--- src/design/bfm_pkg.sv ---
package bfm_pkg;

	// --------------------------------------------------
	// AXI4-Lite register port
	// --------------------------------------------------
	localparam int AXIL_DATA_W = 32;
	localparam int AXIL_ADDR_W = 4;
	localparam int AXIL_STRB_W = AXIL_DATA_W / 8;
	// Word aligned, register index sits above the byte offset
	localparam int ADDR_LSB = 2;

	// Register map by index
	localparam logic [AXIL_ADDR_W-ADDR_LSB-1:0] REG_WPTR = 2'd0;
	localparam logic [AXIL_ADDR_W-ADDR_LSB-1:0] REG_RPTR = 2'd1;
	localparam logic [AXIL_ADDR_W-ADDR_LSB-1:0] REG_SCRATCH0 = 2'd2;
	localparam logic [AXIL_ADDR_W-ADDR_LSB-1:0] REG_SCRATCH1 = 2'd3;

	// Only OKAY is ever returned
	localparam logic [1:0] RESP_OKAY = 2'b00;

	// --------------------------------------------------
	// Stream side and result buffer
	// --------------------------------------------------
	localparam int STREAM_W = 32;
	localparam int BUFFER_BYTES = 64;
	// One extra bit so a pointer can hold the full count
	localparam int PTR_W = 7;
	localparam int PAIR_BYTES = 2;
	localparam int WORD_BYTES = 4;

	// Stream word, seen whole or as four bytes with a lowest
	typedef union packed {
		logic [STREAM_W-1:0] word;
		struct packed {
			logic [7:0] d;
			logic [7:0] c;
			logic [7:0] b;
			logic [7:0] a;
		} bytes;
	} stream_word_t;

endpackage

--- src/design/axil_regs.sv ---
`timescale 1ns/10ps

module axil_regs (
	input  logic S_AXI_ACLK,
	input  logic S_AXI_ARESETN,
	input  logic [bfm_pkg::AXIL_ADDR_W-1:0] s_axi_awaddr,
	input  logic s_axi_awvalid,
	output logic s_axi_awready,
	input  logic [bfm_pkg::AXIL_DATA_W-1:0] s_axi_wdata,
	input  logic [bfm_pkg::AXIL_STRB_W-1:0] s_axi_wstrb,
	input  logic s_axi_wvalid,
	output logic s_axi_wready,
	output logic [1:0] s_axi_bresp,
	output logic s_axi_bvalid,
	input  logic s_axi_bready,
	input  logic [bfm_pkg::AXIL_ADDR_W-1:0] s_axi_araddr,
	input  logic s_axi_arvalid,
	output logic s_axi_arready,
	output logic [bfm_pkg::AXIL_DATA_W-1:0] s_axi_rdata,
	output logic [1:0] s_axi_rresp,
	output logic s_axi_rvalid,
	input  logic s_axi_rready,
	input  logic [bfm_pkg::PTR_W-1:0] wr_ptr,
	input  logic [bfm_pkg::PTR_W-1:0] rd_ptr
);

	// Write slot free, only one write in flight
	logic aw_en;
	// Address and data both present, slot free
	logic wr_take;
	logic [bfm_pkg::AXIL_ADDR_W-bfm_pkg::ADDR_LSB-1:0] wr_idx;
	logic [bfm_pkg::AXIL_ADDR_W-bfm_pkg::ADDR_LSB-1:0] ar_idx;
	logic ar_take;
	logic [bfm_pkg::AXIL_DATA_W-1:0] scratch0;
	logic [bfm_pkg::AXIL_DATA_W-1:0] scratch1;
	logic [bfm_pkg::AXIL_DATA_W-1:0] rd_mux;

	// --------------------------------------------------
	// Write path
	// --------------------------------------------------
	assign wr_take = !s_axi_awready && s_axi_awvalid && s_axi_wvalid && aw_en;
	assign wr_idx = s_axi_awaddr[bfm_pkg::AXIL_ADDR_W-1:bfm_pkg::ADDR_LSB];
	assign s_axi_bresp = bfm_pkg::RESP_OKAY;

	// AWREADY and WREADY pulse together, slot closes until B is taken
	always_ff @(posedge S_AXI_ACLK)
	begin
		if (!S_AXI_ARESETN)
		begin
			s_axi_awready <= 1'b0;
			s_axi_wready <= 1'b0;
			aw_en <= 1'b1;
		end
		else
		begin
			s_axi_awready <= wr_take;
			s_axi_wready <= wr_take;
			if (wr_take)
				aw_en <= 1'b0;
			else if (s_axi_bvalid && s_axi_bready)
				aw_en <= 1'b1;
		end
	end

	// Scratch update on the same edge as the ready pulse
	always_ff @(posedge S_AXI_ACLK)
	begin
		if (!S_AXI_ARESETN)
		begin
			scratch0 <= '0;
			scratch1 <= '0;
		end
		else if (wr_take)
		begin
			for (int i = 0; i < bfm_pkg::AXIL_STRB_W; i++)
			begin
				if (s_axi_wstrb[i])
				begin
					case (wr_idx)
						bfm_pkg::REG_SCRATCH0: scratch0[8*i +: 8] <= s_axi_wdata[8*i +: 8];
						bfm_pkg::REG_SCRATCH1: scratch1[8*i +: 8] <= s_axi_wdata[8*i +: 8];
						// Pointer registers are read only, write is acked and dropped
						default: ;
					endcase
				end
			end
		end
	end

	// Response one edge after the ready pulse, held until BREADY
	always_ff @(posedge S_AXI_ACLK)
	begin
		if (!S_AXI_ARESETN)
			s_axi_bvalid <= 1'b0;
		else if (s_axi_awready)
			s_axi_bvalid <= 1'b1;
		else if (s_axi_bready)
			s_axi_bvalid <= 1'b0;
	end

	// --------------------------------------------------
	// Read path
	// --------------------------------------------------
	// Hold off a new address while read data waits
	assign ar_take = !s_axi_arready && s_axi_arvalid && !s_axi_rvalid;
	assign s_axi_rresp = bfm_pkg::RESP_OKAY;

	always_ff @(posedge S_AXI_ACLK)
	begin
		if (!S_AXI_ARESETN)
		begin
			s_axi_arready <= 1'b0;
			s_axi_rvalid <= 1'b0;
		end
		else
		begin
			s_axi_arready <= ar_take;
			if (s_axi_arready)
				s_axi_rvalid <= 1'b1;
			else if (s_axi_rready)
				s_axi_rvalid <= 1'b0;
		end
	end

	// Index latch and data sample
	always_ff @(posedge S_AXI_ACLK)
	begin
		if (ar_take)
			ar_idx <= s_axi_araddr[bfm_pkg::AXIL_ADDR_W-1:bfm_pkg::ADDR_LSB];
		// Pointers are sampled as RVALID rises
		if (s_axi_arready)
			s_axi_rdata <= rd_mux;
	end

	// Pointers zero extended
	always_comb
	begin
		case (ar_idx)
			bfm_pkg::REG_WPTR: rd_mux = {{(bfm_pkg::AXIL_DATA_W-bfm_pkg::PTR_W){1'b0}}, wr_ptr};
			bfm_pkg::REG_RPTR: rd_mux = {{(bfm_pkg::AXIL_DATA_W-bfm_pkg::PTR_W){1'b0}}, rd_ptr};
			bfm_pkg::REG_SCRATCH0: rd_mux = scratch0;
			bfm_pkg::REG_SCRATCH1: rd_mux = scratch1;
			default: rd_mux = '0;
		endcase
	end

endmodule

--- src/design/stream_sink.sv ---
`timescale 1ns/10ps

module stream_sink (
	input  logic S_AXI_ACLK,
	input  logic S_AXI_ARESETN,
	input  logic s_axis_tvalid,
	input  logic s_axis_tlast,
	output logic s_axis_tready,
	output logic beat_accept
);

	// FSM state, 0 idle and 1 write
	logic in_write;
	// TLAST taken on the previous beat
	logic last_seen;

	// Ready only in the write state
	assign s_axis_tready = in_write;
	assign beat_accept = s_axis_tvalid && s_axis_tready;

	always_ff @(posedge S_AXI_ACLK)
	begin
		if (!S_AXI_ARESETN)
		begin
			in_write <= 1'b0;
			last_seen <= 1'b0;
		end
		else
		begin
			last_seen <= beat_accept && s_axis_tlast;
			// Idle waits for the first TVALID
			if (!in_write)
				in_write <= s_axis_tvalid;
			// Packet closed, back to idle
			else if (last_seen)
				in_write <= 1'b0;
		end
	end

endmodule

--- src/design/pair_adder.sv ---
`timescale 1ns/10ps

module pair_adder (
	input  logic S_AXI_ACLK,
	input  logic S_AXI_ARESETN,
	input  logic beat_accept,
	input  bfm_pkg::stream_word_t s_axis_tdata,
	output logic pair_valid,
	output logic [bfm_pkg::PAIR_BYTES*8-1:0] pair_data
);

	// Stage 1, accepted word
	bfm_pkg::stream_word_t word_q;
	logic word_valid;
	// Stage 2, lane sums
	logic [bfm_pkg::PAIR_BYTES*8-1:0] sum_q;

	// Word capture on accept
	always_ff @(posedge S_AXI_ACLK)
	begin
		if (beat_accept)
			word_q <= s_axis_tdata;
	end

	// Lane 0 in the low byte, lane 1 above
	// Sums wrap at 8 bits
	always_ff @(posedge S_AXI_ACLK)
	begin
		if (word_valid)
		begin
			sum_q[7:0] <= word_q.bytes.a + word_q.bytes.b;
			sum_q[15:8] <= word_q.bytes.c + word_q.bytes.d;
		end
	end

	// Valid follows the data through both stages
	always_ff @(posedge S_AXI_ACLK)
	begin
		if (!S_AXI_ARESETN)
		begin
			word_valid <= 1'b0;
			pair_valid <= 1'b0;
		end
		else
		begin
			word_valid <= beat_accept;
			pair_valid <= word_valid;
		end
	end

	assign pair_data = sum_q;

endmodule

--- src/design/result_buffer.sv ---
`timescale 1ns/10ps

module result_buffer (
	input  logic S_AXI_ACLK,
	input  logic S_AXI_ARESETN,
	input  logic pair_valid,
	input  logic [bfm_pkg::PAIR_BYTES*8-1:0] pair_data,
	input  logic [bfm_pkg::PTR_W-1:0] rd_ptr,
	output bfm_pkg::stream_word_t rd_word,
	output logic [bfm_pkg::PTR_W-1:0] wr_ptr
);

	logic [7:0] mem [bfm_pkg::BUFFER_BYTES];
	// Byte addresses, pointer without its count bit
	logic [bfm_pkg::PTR_W-2:0] wr_addr;
	logic [bfm_pkg::PTR_W-2:0] rd_addr;
	// Room left, results past a full buffer are lost
	logic wr_en;

	assign wr_addr = wr_ptr[bfm_pkg::PTR_W-2:0];
	assign rd_addr = rd_ptr[bfm_pkg::PTR_W-2:0];
	assign wr_en = pair_valid && (wr_ptr < (bfm_pkg::PTR_W)'(bfm_pkg::BUFFER_BYTES));

	// Write pointer saturates at the buffer size
	always_ff @(posedge S_AXI_ACLK)
	begin
		if (!S_AXI_ARESETN)
			wr_ptr <= '0;
		else if (wr_en)
			wr_ptr <= wr_ptr + (bfm_pkg::PTR_W)'(bfm_pkg::PAIR_BYTES);
	end

	// Low lane to the lower address
	always_ff @(posedge S_AXI_ACLK)
	begin
		if (wr_en)
		begin
			for (int i = 0; i < bfm_pkg::PAIR_BYTES; i++)
				mem[wr_addr + (bfm_pkg::PTR_W-1)'(i)] <= pair_data[8*i +: 8];
		end
	end

	// Four bytes at rd_ptr, little endian
	always_comb
	begin
		for (int i = 0; i < bfm_pkg::WORD_BYTES; i++)
			rd_word.word[8*i +: 8] = mem[rd_addr + (bfm_pkg::PTR_W-1)'(i)];
	end

endmodule

--- src/design/stream_source.sv ---
`timescale 1ns/10ps

module stream_source (
	input  logic S_AXI_ACLK,
	input  logic S_AXI_ARESETN,
	input  logic [bfm_pkg::PTR_W-1:0] wr_ptr,
	input  bfm_pkg::stream_word_t rd_word,
	input  logic m_axis_tready,
	output logic m_axis_tvalid,
	output bfm_pkg::stream_word_t m_axis_tdata,
	output logic m_axis_tlast,
	output logic [bfm_pkg::PTR_W-1:0] rd_ptr
);

	// Load strobe, also steps rd_ptr
	logic rd_advance;
	// Output register empty or draining this cycle
	logic slot_free;
	// Four bytes at rd_ptr already written
	logic bytes_ready;
	// Word at rd_ptr is the final one of the buffer
	logic final_word;
	// Set once the final word is loaded, rd_ptr at the end
	logic done;

	assign slot_free = !m_axis_tvalid || m_axis_tready;
	assign bytes_ready = (rd_ptr + (bfm_pkg::PTR_W)'(bfm_pkg::WORD_BYTES)) <= wr_ptr;
	assign final_word = rd_ptr ==
		(bfm_pkg::PTR_W)'(bfm_pkg::BUFFER_BYTES - bfm_pkg::WORD_BYTES);
	assign rd_advance = !done && slot_free && bytes_ready;

	// --------------------------------------------------
	// Control, valid and last with the pointer
	// --------------------------------------------------
	always_ff @(posedge S_AXI_ACLK)
	begin
		if (!S_AXI_ARESETN)
		begin
			m_axis_tvalid <= 1'b0;
			m_axis_tlast <= 1'b0;
			rd_ptr <= '0;
			done <= 1'b0;
		end
		else if (rd_advance)
		begin
			m_axis_tvalid <= 1'b1;
			m_axis_tlast <= final_word;
			rd_ptr <= rd_ptr + (bfm_pkg::PTR_W)'(bfm_pkg::WORD_BYTES);
			// No more loads until reset
			done <= final_word;
		end
		else if (m_axis_tready)
		begin
			// Word taken and nothing new to show
			m_axis_tvalid <= 1'b0;
			m_axis_tlast <= 1'b0;
		end
	end

	// Output word, held under back-pressure
	always_ff @(posedge S_AXI_ACLK)
	begin
		if (rd_advance)
			m_axis_tdata <= rd_word;
	end

endmodule

--- src/design/bfm.sv ---
`timescale 1ns/10ps

module bfm (
	input  logic S_AXI_ACLK,
	input  logic S_AXI_ARESETN,
	// AXI4-Lite slave
	input  logic [bfm_pkg::AXIL_ADDR_W-1:0] s_axi_awaddr,
	input  logic s_axi_awvalid,
	output logic s_axi_awready,
	input  logic [bfm_pkg::AXIL_DATA_W-1:0] s_axi_wdata,
	input  logic [bfm_pkg::AXIL_STRB_W-1:0] s_axi_wstrb,
	input  logic s_axi_wvalid,
	output logic s_axi_wready,
	output logic [1:0] s_axi_bresp,
	output logic s_axi_bvalid,
	input  logic s_axi_bready,
	input  logic [bfm_pkg::AXIL_ADDR_W-1:0] s_axi_araddr,
	input  logic s_axi_arvalid,
	output logic s_axi_arready,
	output logic [bfm_pkg::AXIL_DATA_W-1:0] s_axi_rdata,
	output logic [1:0] s_axi_rresp,
	output logic s_axi_rvalid,
	input  logic s_axi_rready,
	// AXI4-Stream in
	input  logic s_axis_tvalid,
	output logic s_axis_tready,
	input  bfm_pkg::stream_word_t s_axis_tdata,
	input  logic s_axis_tlast,
	// AXI4-Stream out
	output logic m_axis_tvalid,
	input  logic m_axis_tready,
	output bfm_pkg::stream_word_t m_axis_tdata,
	output logic m_axis_tlast
);

	logic beat_accept;
	logic pair_valid;
	logic [bfm_pkg::PAIR_BYTES*8-1:0] pair_data;
	logic [bfm_pkg::PTR_W-1:0] wr_ptr;
	logic [bfm_pkg::PTR_W-1:0] rd_ptr;
	bfm_pkg::stream_word_t rd_word;

	// --------------------------------------------------
	// Register slave, pointer readback
	// --------------------------------------------------
	axil_regs i_axil_regs (
		.S_AXI_ACLK    (S_AXI_ACLK),
		.S_AXI_ARESETN (S_AXI_ARESETN),
		.s_axi_awaddr  (s_axi_awaddr),
		.s_axi_awvalid (s_axi_awvalid),
		.s_axi_awready (s_axi_awready),
		.s_axi_wdata   (s_axi_wdata),
		.s_axi_wstrb   (s_axi_wstrb),
		.s_axi_wvalid  (s_axi_wvalid),
		.s_axi_wready  (s_axi_wready),
		.s_axi_bresp   (s_axi_bresp),
		.s_axi_bvalid  (s_axi_bvalid),
		.s_axi_bready  (s_axi_bready),
		.s_axi_araddr  (s_axi_araddr),
		.s_axi_arvalid (s_axi_arvalid),
		.s_axi_arready (s_axi_arready),
		.s_axi_rdata   (s_axi_rdata),
		.s_axi_rresp   (s_axi_rresp),
		.s_axi_rvalid  (s_axi_rvalid),
		.s_axi_rready  (s_axi_rready),
		.wr_ptr        (wr_ptr),
		.rd_ptr        (rd_ptr)
	);

	// --------------------------------------------------
	// Stream in, lane sums, buffer, stream out
	// --------------------------------------------------
	stream_sink i_stream_sink (
		.S_AXI_ACLK    (S_AXI_ACLK),
		.S_AXI_ARESETN (S_AXI_ARESETN),
		.s_axis_tvalid (s_axis_tvalid),
		.s_axis_tlast  (s_axis_tlast),
		.s_axis_tready (s_axis_tready),
		.beat_accept   (beat_accept)
	);

	pair_adder i_pair_adder (
		.S_AXI_ACLK    (S_AXI_ACLK),
		.S_AXI_ARESETN (S_AXI_ARESETN),
		.beat_accept   (beat_accept),
		.s_axis_tdata  (s_axis_tdata),
		.pair_valid    (pair_valid),
		.pair_data     (pair_data)
	);

	result_buffer i_result_buffer (
		.S_AXI_ACLK    (S_AXI_ACLK),
		.S_AXI_ARESETN (S_AXI_ARESETN),
		.pair_valid    (pair_valid),
		.pair_data     (pair_data),
		.rd_ptr        (rd_ptr),
		.rd_word       (rd_word),
		.wr_ptr        (wr_ptr)
	);

	// Reads only what the buffer already holds
	stream_source i_stream_source (
		.S_AXI_ACLK    (S_AXI_ACLK),
		.S_AXI_ARESETN (S_AXI_ARESETN),
		.wr_ptr        (wr_ptr),
		.rd_word       (rd_word),
		.m_axis_tready (m_axis_tready),
		.m_axis_tvalid (m_axis_tvalid),
		.m_axis_tdata  (m_axis_tdata),
		.m_axis_tlast  (m_axis_tlast),
		.rd_ptr        (rd_ptr)
	);

endmodule

--- config.mk ---
export PLATFORM = sky130hd
export DESIGN_NAME = bfm
export DESIGN_NICKNAME = d
export VERILOG_FILES = /design/src/design/bfm_pkg.sv /design/src/design/axil_regs.sv /design/src/design/stream_sink.sv /design/src/design/pair_adder.sv /design/src/design/result_buffer.sv /design/src/design/stream_source.sv /design/src/design/bfm.sv
export SDC_FILE = /design/constraint.sdc
export NUM_CORES = 1
export LEC_CHECK = 0
export BUFFER_PORTS_ARGS = -buffer_cell sky130_fd_sc_hd__buf_2
export CELL_PAD_IN_SITES_DETAIL_PLACEMENT = 1
export CELL_PAD_IN_SITES_GLOBAL_PLACEMENT = 1
export CORE_UTILIZATION = 25
export DETAILED_ROUTE_END_ITERATION = 12
export PLACE_DENSITY = 0.5
export SYNTH_ARGS = -nofsm -noshare
export SYNTH_HDL_FRONTEND = slang
export SYNTH_SLANG_ARGS = --single-unit
--- constraint.sdc ---
create_clock -name S_AXI_ACLK -period 3.67 [get_ports S_AXI_ACLK]
set_input_delay 0.367 -clock S_AXI_ACLK [delete_from_list [all_inputs] [get_ports S_AXI_ACLK]]
set_output_delay 0.367 -clock S_AXI_ACLK [all_outputs]
set_load 0.05 [all_outputs]
# Word level (Yosys, flattened, before mapping)
# Memories as Yosys holds them, arrays and structs flattened. A register that Yosys moved wholly into a read port is not among the register bits.
# Index checks and enable logic that the tools add are counted.
# word_totals
ff_bits,172
ramBits,512
in_bits,86
output_inout_bits,76
mem_count,1
# classes
addsub,8
n_lt_le_gt_ge,2
n_eq_ne,6
muxes,14
reduce_logical,30
# memory_table
name,depth,word_bits,read_ports,rd_ports_with_merged_regs,write_ports,line_no,text
i_result_buffer.mem,64,8,4,4,2,result_buffer.sv:13,logic [7:0] mem [bfm_pkg::BUFFER_BYTES];
# ops
op,n
32-bit one-hot mux with 4 select lines,1
3-bit AND reduction,8
8-bit adder,2
1-bit two-way mux,13
"6-bit by 1-bit adder with 6-bit output, second input constant",2
"6-bit by 2-bit adder with 6-bit output, second input constant",2
1-bit logical AND,11
"2-bit == test, second input constant",4
2-bit nonzero test,4
"7-bit by 2-bit adder with 7-bit output, second input constant",1
"7-bit by 3-bit adder with 7-bit output, second input constant",1
"7-bit by 6-bit == test with 1-bit output, second input constant",1
7-bit <= comparator,1
"7-bit less-than comparator, second input constant",1
1-bit logical NOT,5
"2-bit by 1-bit == test with 1-bit output, second input constant",1
2-bit logical NOT,1
1-bit logical OR,1

# Longest topological paths before layout
# logic_depth
word_depth,5
ltp_mapped,12
depth_no_buf,9

# Hierarchy
# From an unflattened synthesis, not the netlist that was laid out.
# hier_totals
cells_unflattened,2668
area_unflattened_um2,41233.3
# modules_own_cells
module,n_inst,cells_each,area_each_um2,seq_area_each_um2
result_buffer,1,2058,33113.0,15494.9
axil_regs,1,372,4354.2,2402.3
pair_adder,1,134,2113.3,1481.4
stream_source,1,98,1584.0,1121.1
stream_sink,1,6,68.8,40.0

# Worst setup path before layout
# No wires, ideal clock.
# synth_timing
kind,register to register
startpoint,reg i_stream_source.rd_ptr[4] (netlist name)
endpoint,"reg i_stream_source.m_axis_tdata[0] (netlist name), read port of i_result_buffer.mem, enable pin"
setup_time_ns,0.408
arrival_time_ns,3.193
required_time_ns,3.262
path_slack_ns,0.069
path_stages_with_launch,12
path_buffers,4
period_less_slack_ns,3.601
cell_sequence,dfxtp_1 -> buf_2 -> buf_2 -> buf_2 -> buf_2 -> and3_1 -> ha_1 -> inv_1 -> ha_1 -> nand4_1 -> nand3b_1 -> a21oi_2
# synth_via
elab_chain_len,3
# synth_lines
element,line_no,text
"start, declared",stream_source.sv:12,output logic [bfm_pkg::PTR_W-1:0] rd_ptr
"start signal, assigned",stream_source.sv:48,rd_ptr <= rd_ptr + (bfm_pkg::PTR_W)'(bfm_pkg::WORD_BYTES);
7-bit by 3-bit adder with 7-bit output,stream_source.sv:27,assign bytes_ready = (rd_ptr + (bfm_pkg::PTR_W)'(bfm_pkg::WORD_BYTES)) <= wr_ptr;
7-bit <= comparator,stream_source.sv:27,
1-bit logical AND,stream_source.sv:30,assign rd_advance = !done && slot_free && bytes_ready;
net i_stream_source.rd_advance,stream_source.sv:16,logic rd_advance;
"end, declared",stream_source.sv:10,"output bfm_pkg::stream_word_t m_axis_tdata,"
# The timed path passes the listed nets, and every way through them passes these cells.
# A chain may end at the register's enable or synchronous reset.

# Worst setup path after layout
# layout_timing
startpoint,reg i_stream_source.rd_ptr[2] (netlist name)
endpoint,reg i_stream_source.rd_ptr[6] (netlist name)
# layout_via
elab_chain_len,3
# layout_lines
element,line_no
7-bit by 3-bit adder with 7-bit output,stream_source.sv:27
7-bit <= comparator,stream_source.sv:27
1-bit logical AND,stream_source.sv:30
net i_stream_source.rd_advance,stream_source.sv:16
# The timed path passes the listed nets, and every way through them passes these cells.

==> run summary <==
STA classifies the critical path endpoint as a register. The post-synthesis average cell area came out at 19.0 um^2. The synthesized-area fraction occupied by ao, oa, aoi and oai cells came out at 2.48%.

The placed instances occupy a cell area of 30900 um^2. Of the total synthesized cell area, the portion taken by full adders, half adders and majority gates is around 1.3%. The post-CTS resize count came out at 0. The routed via count came out at 14400.

The floorplan row count is 122. Data on the critical path arrives at its endpoint at 3.25 ns. The number of hold-slack violations in the final timing report came out at 0. The number of buffers created by CTS is just over 80.

The simple-gate portion of the synthesized area came out at 5.21%. Counting every instance in the synthesized netlist gives 1470. The number of sinks on the clock net is 713.

The overall power of the completed layout came out at 21.2 mW. The setup path with the least slack is of type register to register. The later-pin clock latency in the skew report is roughly 0.63 ns. The combined global-route utilization of all metal layers is 12.7%.

The total core area is 111000 um^2. The average routed wire per standard cell came out at between 20 and 25 um. The layout overhead on the synthesized area came out at 21.7%. The ratio of final minimum period to clock period came out at 74.6%. The number of DRC violations after detailed routing came out at 0. The effective utilization at floorplan came out at 25.3%. TritonCTS built the clock tree. The number of antenna violations at the first check in global routing came out at 7. The routed design could run at a clock period as short as 2.74 ns. During placement, the flow inserted port buffers numbering roughly 150. The clock-pin slew reported for the worst setup and hold paths after clock tree synthesis came out at 0.06 ns. The half-perimeter wire length of the detailed placement result is 42500 um. During synthesis, Yosys emitted a total of 0 warnings. Setup repair after global routing left no endpoint under its margin.

The post-synthesis cell area is 28000 um^2. The worst-path maximum fanout is 10. The synthesized design contains around 710 register bits. In the synthesized netlist the async set-or-reset flop fraction comes to 0%. Dividing total power by cell area gives a power density of 624 nW/um^2. The number of flops mapped to enable cells by yosys is ~630. Entering global routing, the biggest net connects 118 pins.

The maximum clock frequency is 0.365 GHz. The number of max-slew violations in the final report is 0. The via density per instance came out at 4.35.

Setup violations remaining at the end of the flow were counted as 0. The worst setup slack after placement came out at around 0.94 ns. The xor and xnor area share after synthesis came out at 0.438%.

The worst voltage drop across the vdd grid came out at between 0.4 and 0.5 mV. At the pin with the least slew margin, the transition time is 1.29 ns. The DRC violation total after the first TritonRoute iteration is between 800 and 900. roughly 160 I/O pins were placed. The setup slack of the critical path after layout came out at slightly above 0.9 ns. Buffers added to address setup during post-CTS repair amount to 0.

The clock tree synthesis step divided the H-tree into 3 levels. The sequential fraction of the synthesis area came out at 73.4%. The global placement routability congestion is between 0.7 and 0.8. The number of global-route vias before repair came out at 16100.

The die outline height is 337 um. The layout net count came out at ~1900. The run finished with clean final reports. The max-slew headroom at the worst pin is 13.9%. Among all flip-flop cells after synthesis, the most frequent one is sky130_fd_sc_hd__edfxtp_1. Summed over all cells, the static leakage comes to 11.2 nW. The global-route wire length before repair came out at between 100000 and 150000 um. The length of the first detailed-routing pass in iterations came out at 5. The total negative slack for setup checks is 0 ns.

The die outline width came out at 337 um. STA puts the critical path data required time at 4.19 ns. For this block, the routed nets add up to 71300 um of wire.

The final instance area is 34000 um^2. The maximum clock insertion buffer count is 3. The count of antenna-violating nets left after detailed routing is 0.

Clock skew on the completed layout was measured at between 0.02 and 0.025 ns. The dominant combinational cell family by area after synthesis is multiplexers. Cells with a size suffix above 1 make up 26.8% of the layout. The tightest min-delay check is of the input pin to register type. The max-cap violation count is 0.

The total die area came out at 113000 um^2. The number of buffers inserted by hold repair at cts came out at 66. The tree is rooted in a sky130_fd_sc_hd__clkbuf_16. STA classifies the critical path startpoint as a register. The synthesized netlist contains 51 unique library cells. The share of synthesized area spent on multiplexers came out at 15.3%.

The leftover overflow at the end of global routing came out at 0.
-- registers in the layout, summed over array words and instances (netlist names) --
name	count
i_axil_regs.scratch1	32
i_pair_adder.word_valid	1
i_axil_regs.s_axi_rdata	32
i_axil_regs.s_axi_awready	1
i_pair_adder.word_q	32
i_axil_regs.s_axi_rvalid	1
i_stream_sink.last_seen	1
i_axil_regs.s_axi_bvalid	1
i_stream_sink.s_axis_tready	1
i_axil_regs.scratch0	32
i_stream_source.rd_ptr	5
i_pair_adder.pair_data	16
i_axil_regs.aw_en	1
i_result_buffer.mem	512
i_stream_source.done	1
i_stream_source.m_axis_tlast	1
i_result_buffer.wr_ptr	6
i_pair_adder.pair_valid	1
i_axil_regs.s_axi_arready	1
i_stream_source.m_axis_tvalid	1
i_axil_regs.ar_idx	2
i_stream_source.m_axis_tdata	32
-- layer usage --
| metal | wire [um] | track usage [%] | vias up |
|---|---|---|---|
| met4 | 1670 | 3.41 | 2 |
| li1 | - | - | 6420 |
| met5 | 8 | 0 | - |
| met1 | 30800 | 16.1 | 7612 |
| met3 | 3630 | 2.95 | 103 |
| met2 | 35200 | 21.6 | 309 |
-- layout make-up --
| class | instances | area [um^2] |
|---|---|---|
| Multi-Input combinational cell | 654 | 6990 |
| Fill cell | 11500 | 76800 |
| Inverter | 27 | 101 |
| Clock inverter | 33 | 280 |
| Timing Repair Buffer | 290 | 2020 |
| Clock buffer | 113 | 2230 |
| Tap cell | 1488 | 1860 |
| Sequential cell | 713 | 20600 |
| Antenna cell | 3 | 7.51 |
-- worst max-delay path, cell delays in order, from the launching register on --
cell and delay, ns:
sky130_fd_sc_hd__dfxtp_4 0.38, sky130_fd_sc_hd__ha_1 0.24, sky130_fd_sc_hd__and3_1 0.20, sky130_fd_sc_hd__ha_1 0.27
sky130_fd_sc_hd__inv_1 0.06, sky130_fd_sc_hd__ha_1 0.29, sky130_fd_sc_hd__nand4_1 0.13, sky130_fd_sc_hd__o221ai_1 0.52
sky130_fd_sc_hd__a21oi_4 0.14, sky130_fd_sc_hd__buf_4 0.21, sky130_fd_sc_hd__o211a_1 0.21
-- Yosys cell counts, types with 3 or more instances --
| cell | count | area share [%] |
|---|---|---|
| sky130_fd_sc_hd__xnor2_1 | 11 | 0.34 |
| sky130_fd_sc_hd__a21oi_1 | 37 | 0.66 |
| sky130_fd_sc_hd__mux2i_1 | 127 | 4.5 |
| sky130_fd_sc_hd__buf_4 | 13 | 0.35 |
| sky130_fd_sc_hd__a211oi_1 | 35 | 0.94 |
| sky130_fd_sc_hd__and3_1 | 5 | 0.11 |
| sky130_fd_sc_hd__buf_6 | 6 | 0.24 |
| sky130_fd_sc_hd__nor2_1 | 33 | 0.44 |
| sky130_fd_sc_hd__mux4_2 | 133 | 11 |
| sky130_fd_sc_hd__dfxtp_1 | 87 | 6.2 |
| sky130_fd_sc_hd__nor2b_1 | 130 | 2.9 |
| sky130_fd_sc_hd__clkbuf_1 | 33 | 0.44 |
| sky130_fd_sc_hd__inv_1 | 27 | 0.36 |
| sky130_fd_sc_hd__nand2b_1 | 7 | 0.16 |
| sky130_fd_sc_hd__nand3_1 | 8 | 0.14 |
| sky130_fd_sc_hd__nand2_1 | 22 | 0.30 |
| sky130_fd_sc_hd__buf_2 | 25 | 0.45 |
| sky130_fd_sc_hd__edfxtp_1 | 626 | 67 |
| sky130_fd_sc_hd__ha_1 | 25 | 1.1 |
| sky130_fd_sc_hd__nand4_2 | 4 | 0.18 |
| sky130_fd_sc_hd__and2_1 | 8 | 0.18 |
| sky130_fd_sc_hd__o21a_1 | 10 | 0.27 |
| sky130_fd_sc_hd__nor4_4 | 3 | 0.23 |
| sky130_fd_sc_hd__nor3_1 | 16 | 0.29 |
| sky130_fd_sc_hd__o211ai_1 | 3 | 0.080 |
| sky130_fd_sc_hd__xor2_1 | 3 | 0.094 |
| sky130_fd_sc_hd__nand3b_1 | 3 | 0.080 |
-- placed cells by master, fill, tap and decap left out, types with 10 or more instances in the layout --
| cell type | n |
|---|---|
| sky130_fd_sc_hd__nor3_2 | 11 |
| sky130_fd_sc_hd__xnor2_1 | 11 |
| sky130_fd_sc_hd__a21oi_1 | 37 |
| sky130_fd_sc_hd__clkbuf_1 | 27 |
| sky130_fd_sc_hd__buf_4 | 66 |
| sky130_fd_sc_hd__inv_1 | 27 |
| sky130_fd_sc_hd__nor2_1 | 33 |
| sky130_fd_sc_hd__mux2i_1 | 127 |
| sky130_fd_sc_hd__buf_2 | 153 |
| sky130_fd_sc_hd__nand2_1 | 22 |
| sky130_fd_sc_hd__nor2b_1 | 130 |
| sky130_fd_sc_hd__clkbuf_16 | 84 |
| sky130_fd_sc_hd__dfxtp_1 | 82 |
| sky130_fd_sc_hd__clkinv_1 | 12 |
| sky130_fd_sc_hd__edfxtp_1 | 626 |
| sky130_fd_sc_hd__clkinv_2 | 10 |
| sky130_fd_sc_hd__ha_1 | 25 |
| sky130_fd_sc_hd__o21a_1 | 10 |
| sky130_fd_sc_hd__mux4_2 | 133 |
| sky130_fd_sc_hd__a211oi_1 | 35 |
| sky130_fd_sc_hd__dlygate4sd3_1 | 66 |
-- stage by stage --
| stage | utilization [%] | hold slack (ns) | cells |
|---|---|---|---|
| final | 30.7 | 0.0413 | 3321 |
| after global routing | 30.7 | 0.0194 | 3318 |
| after CTS | 30.7 | 0.000436 | 3318 |
| after detailed placement | 27.9 | 0.450 | 3106 |
| after global placement | 27.9 | 0.441 | 3106 |
| after floorplan | - | 0.432 | 1473 |
-- worst paths after layout --
kind,startpoint,to,slack [ns],cells past startpoint
min reg2reg,i_stream_source.done,i_stream_source.done,0.46,1
max,i_stream_source.rd_ptr[2],i_stream_source.rd_ptr[6],0.93,10
max reg2reg,i_stream_source.rd_ptr[2],i_stream_source.rd_ptr[6],0.93,10
min,s_axi_wdata[28],i_axil_regs.scratch0[28],0.04,3
-- power breakdown --
group	switching [mW]	internal, mW
Sequential	0.268	9.21
Clock	3.21	4.52
Combinational	2.48	1.55
-- kinds of logic after synthesis --
logic type | Yosys count
buf+inv | 106
mux | 261
compound gates | 103
xor+xnor | 14
fa+ha+maj | 27
simple gates | 245
other cells | 1
flops | 713
(Power assumes the default switching activity.)
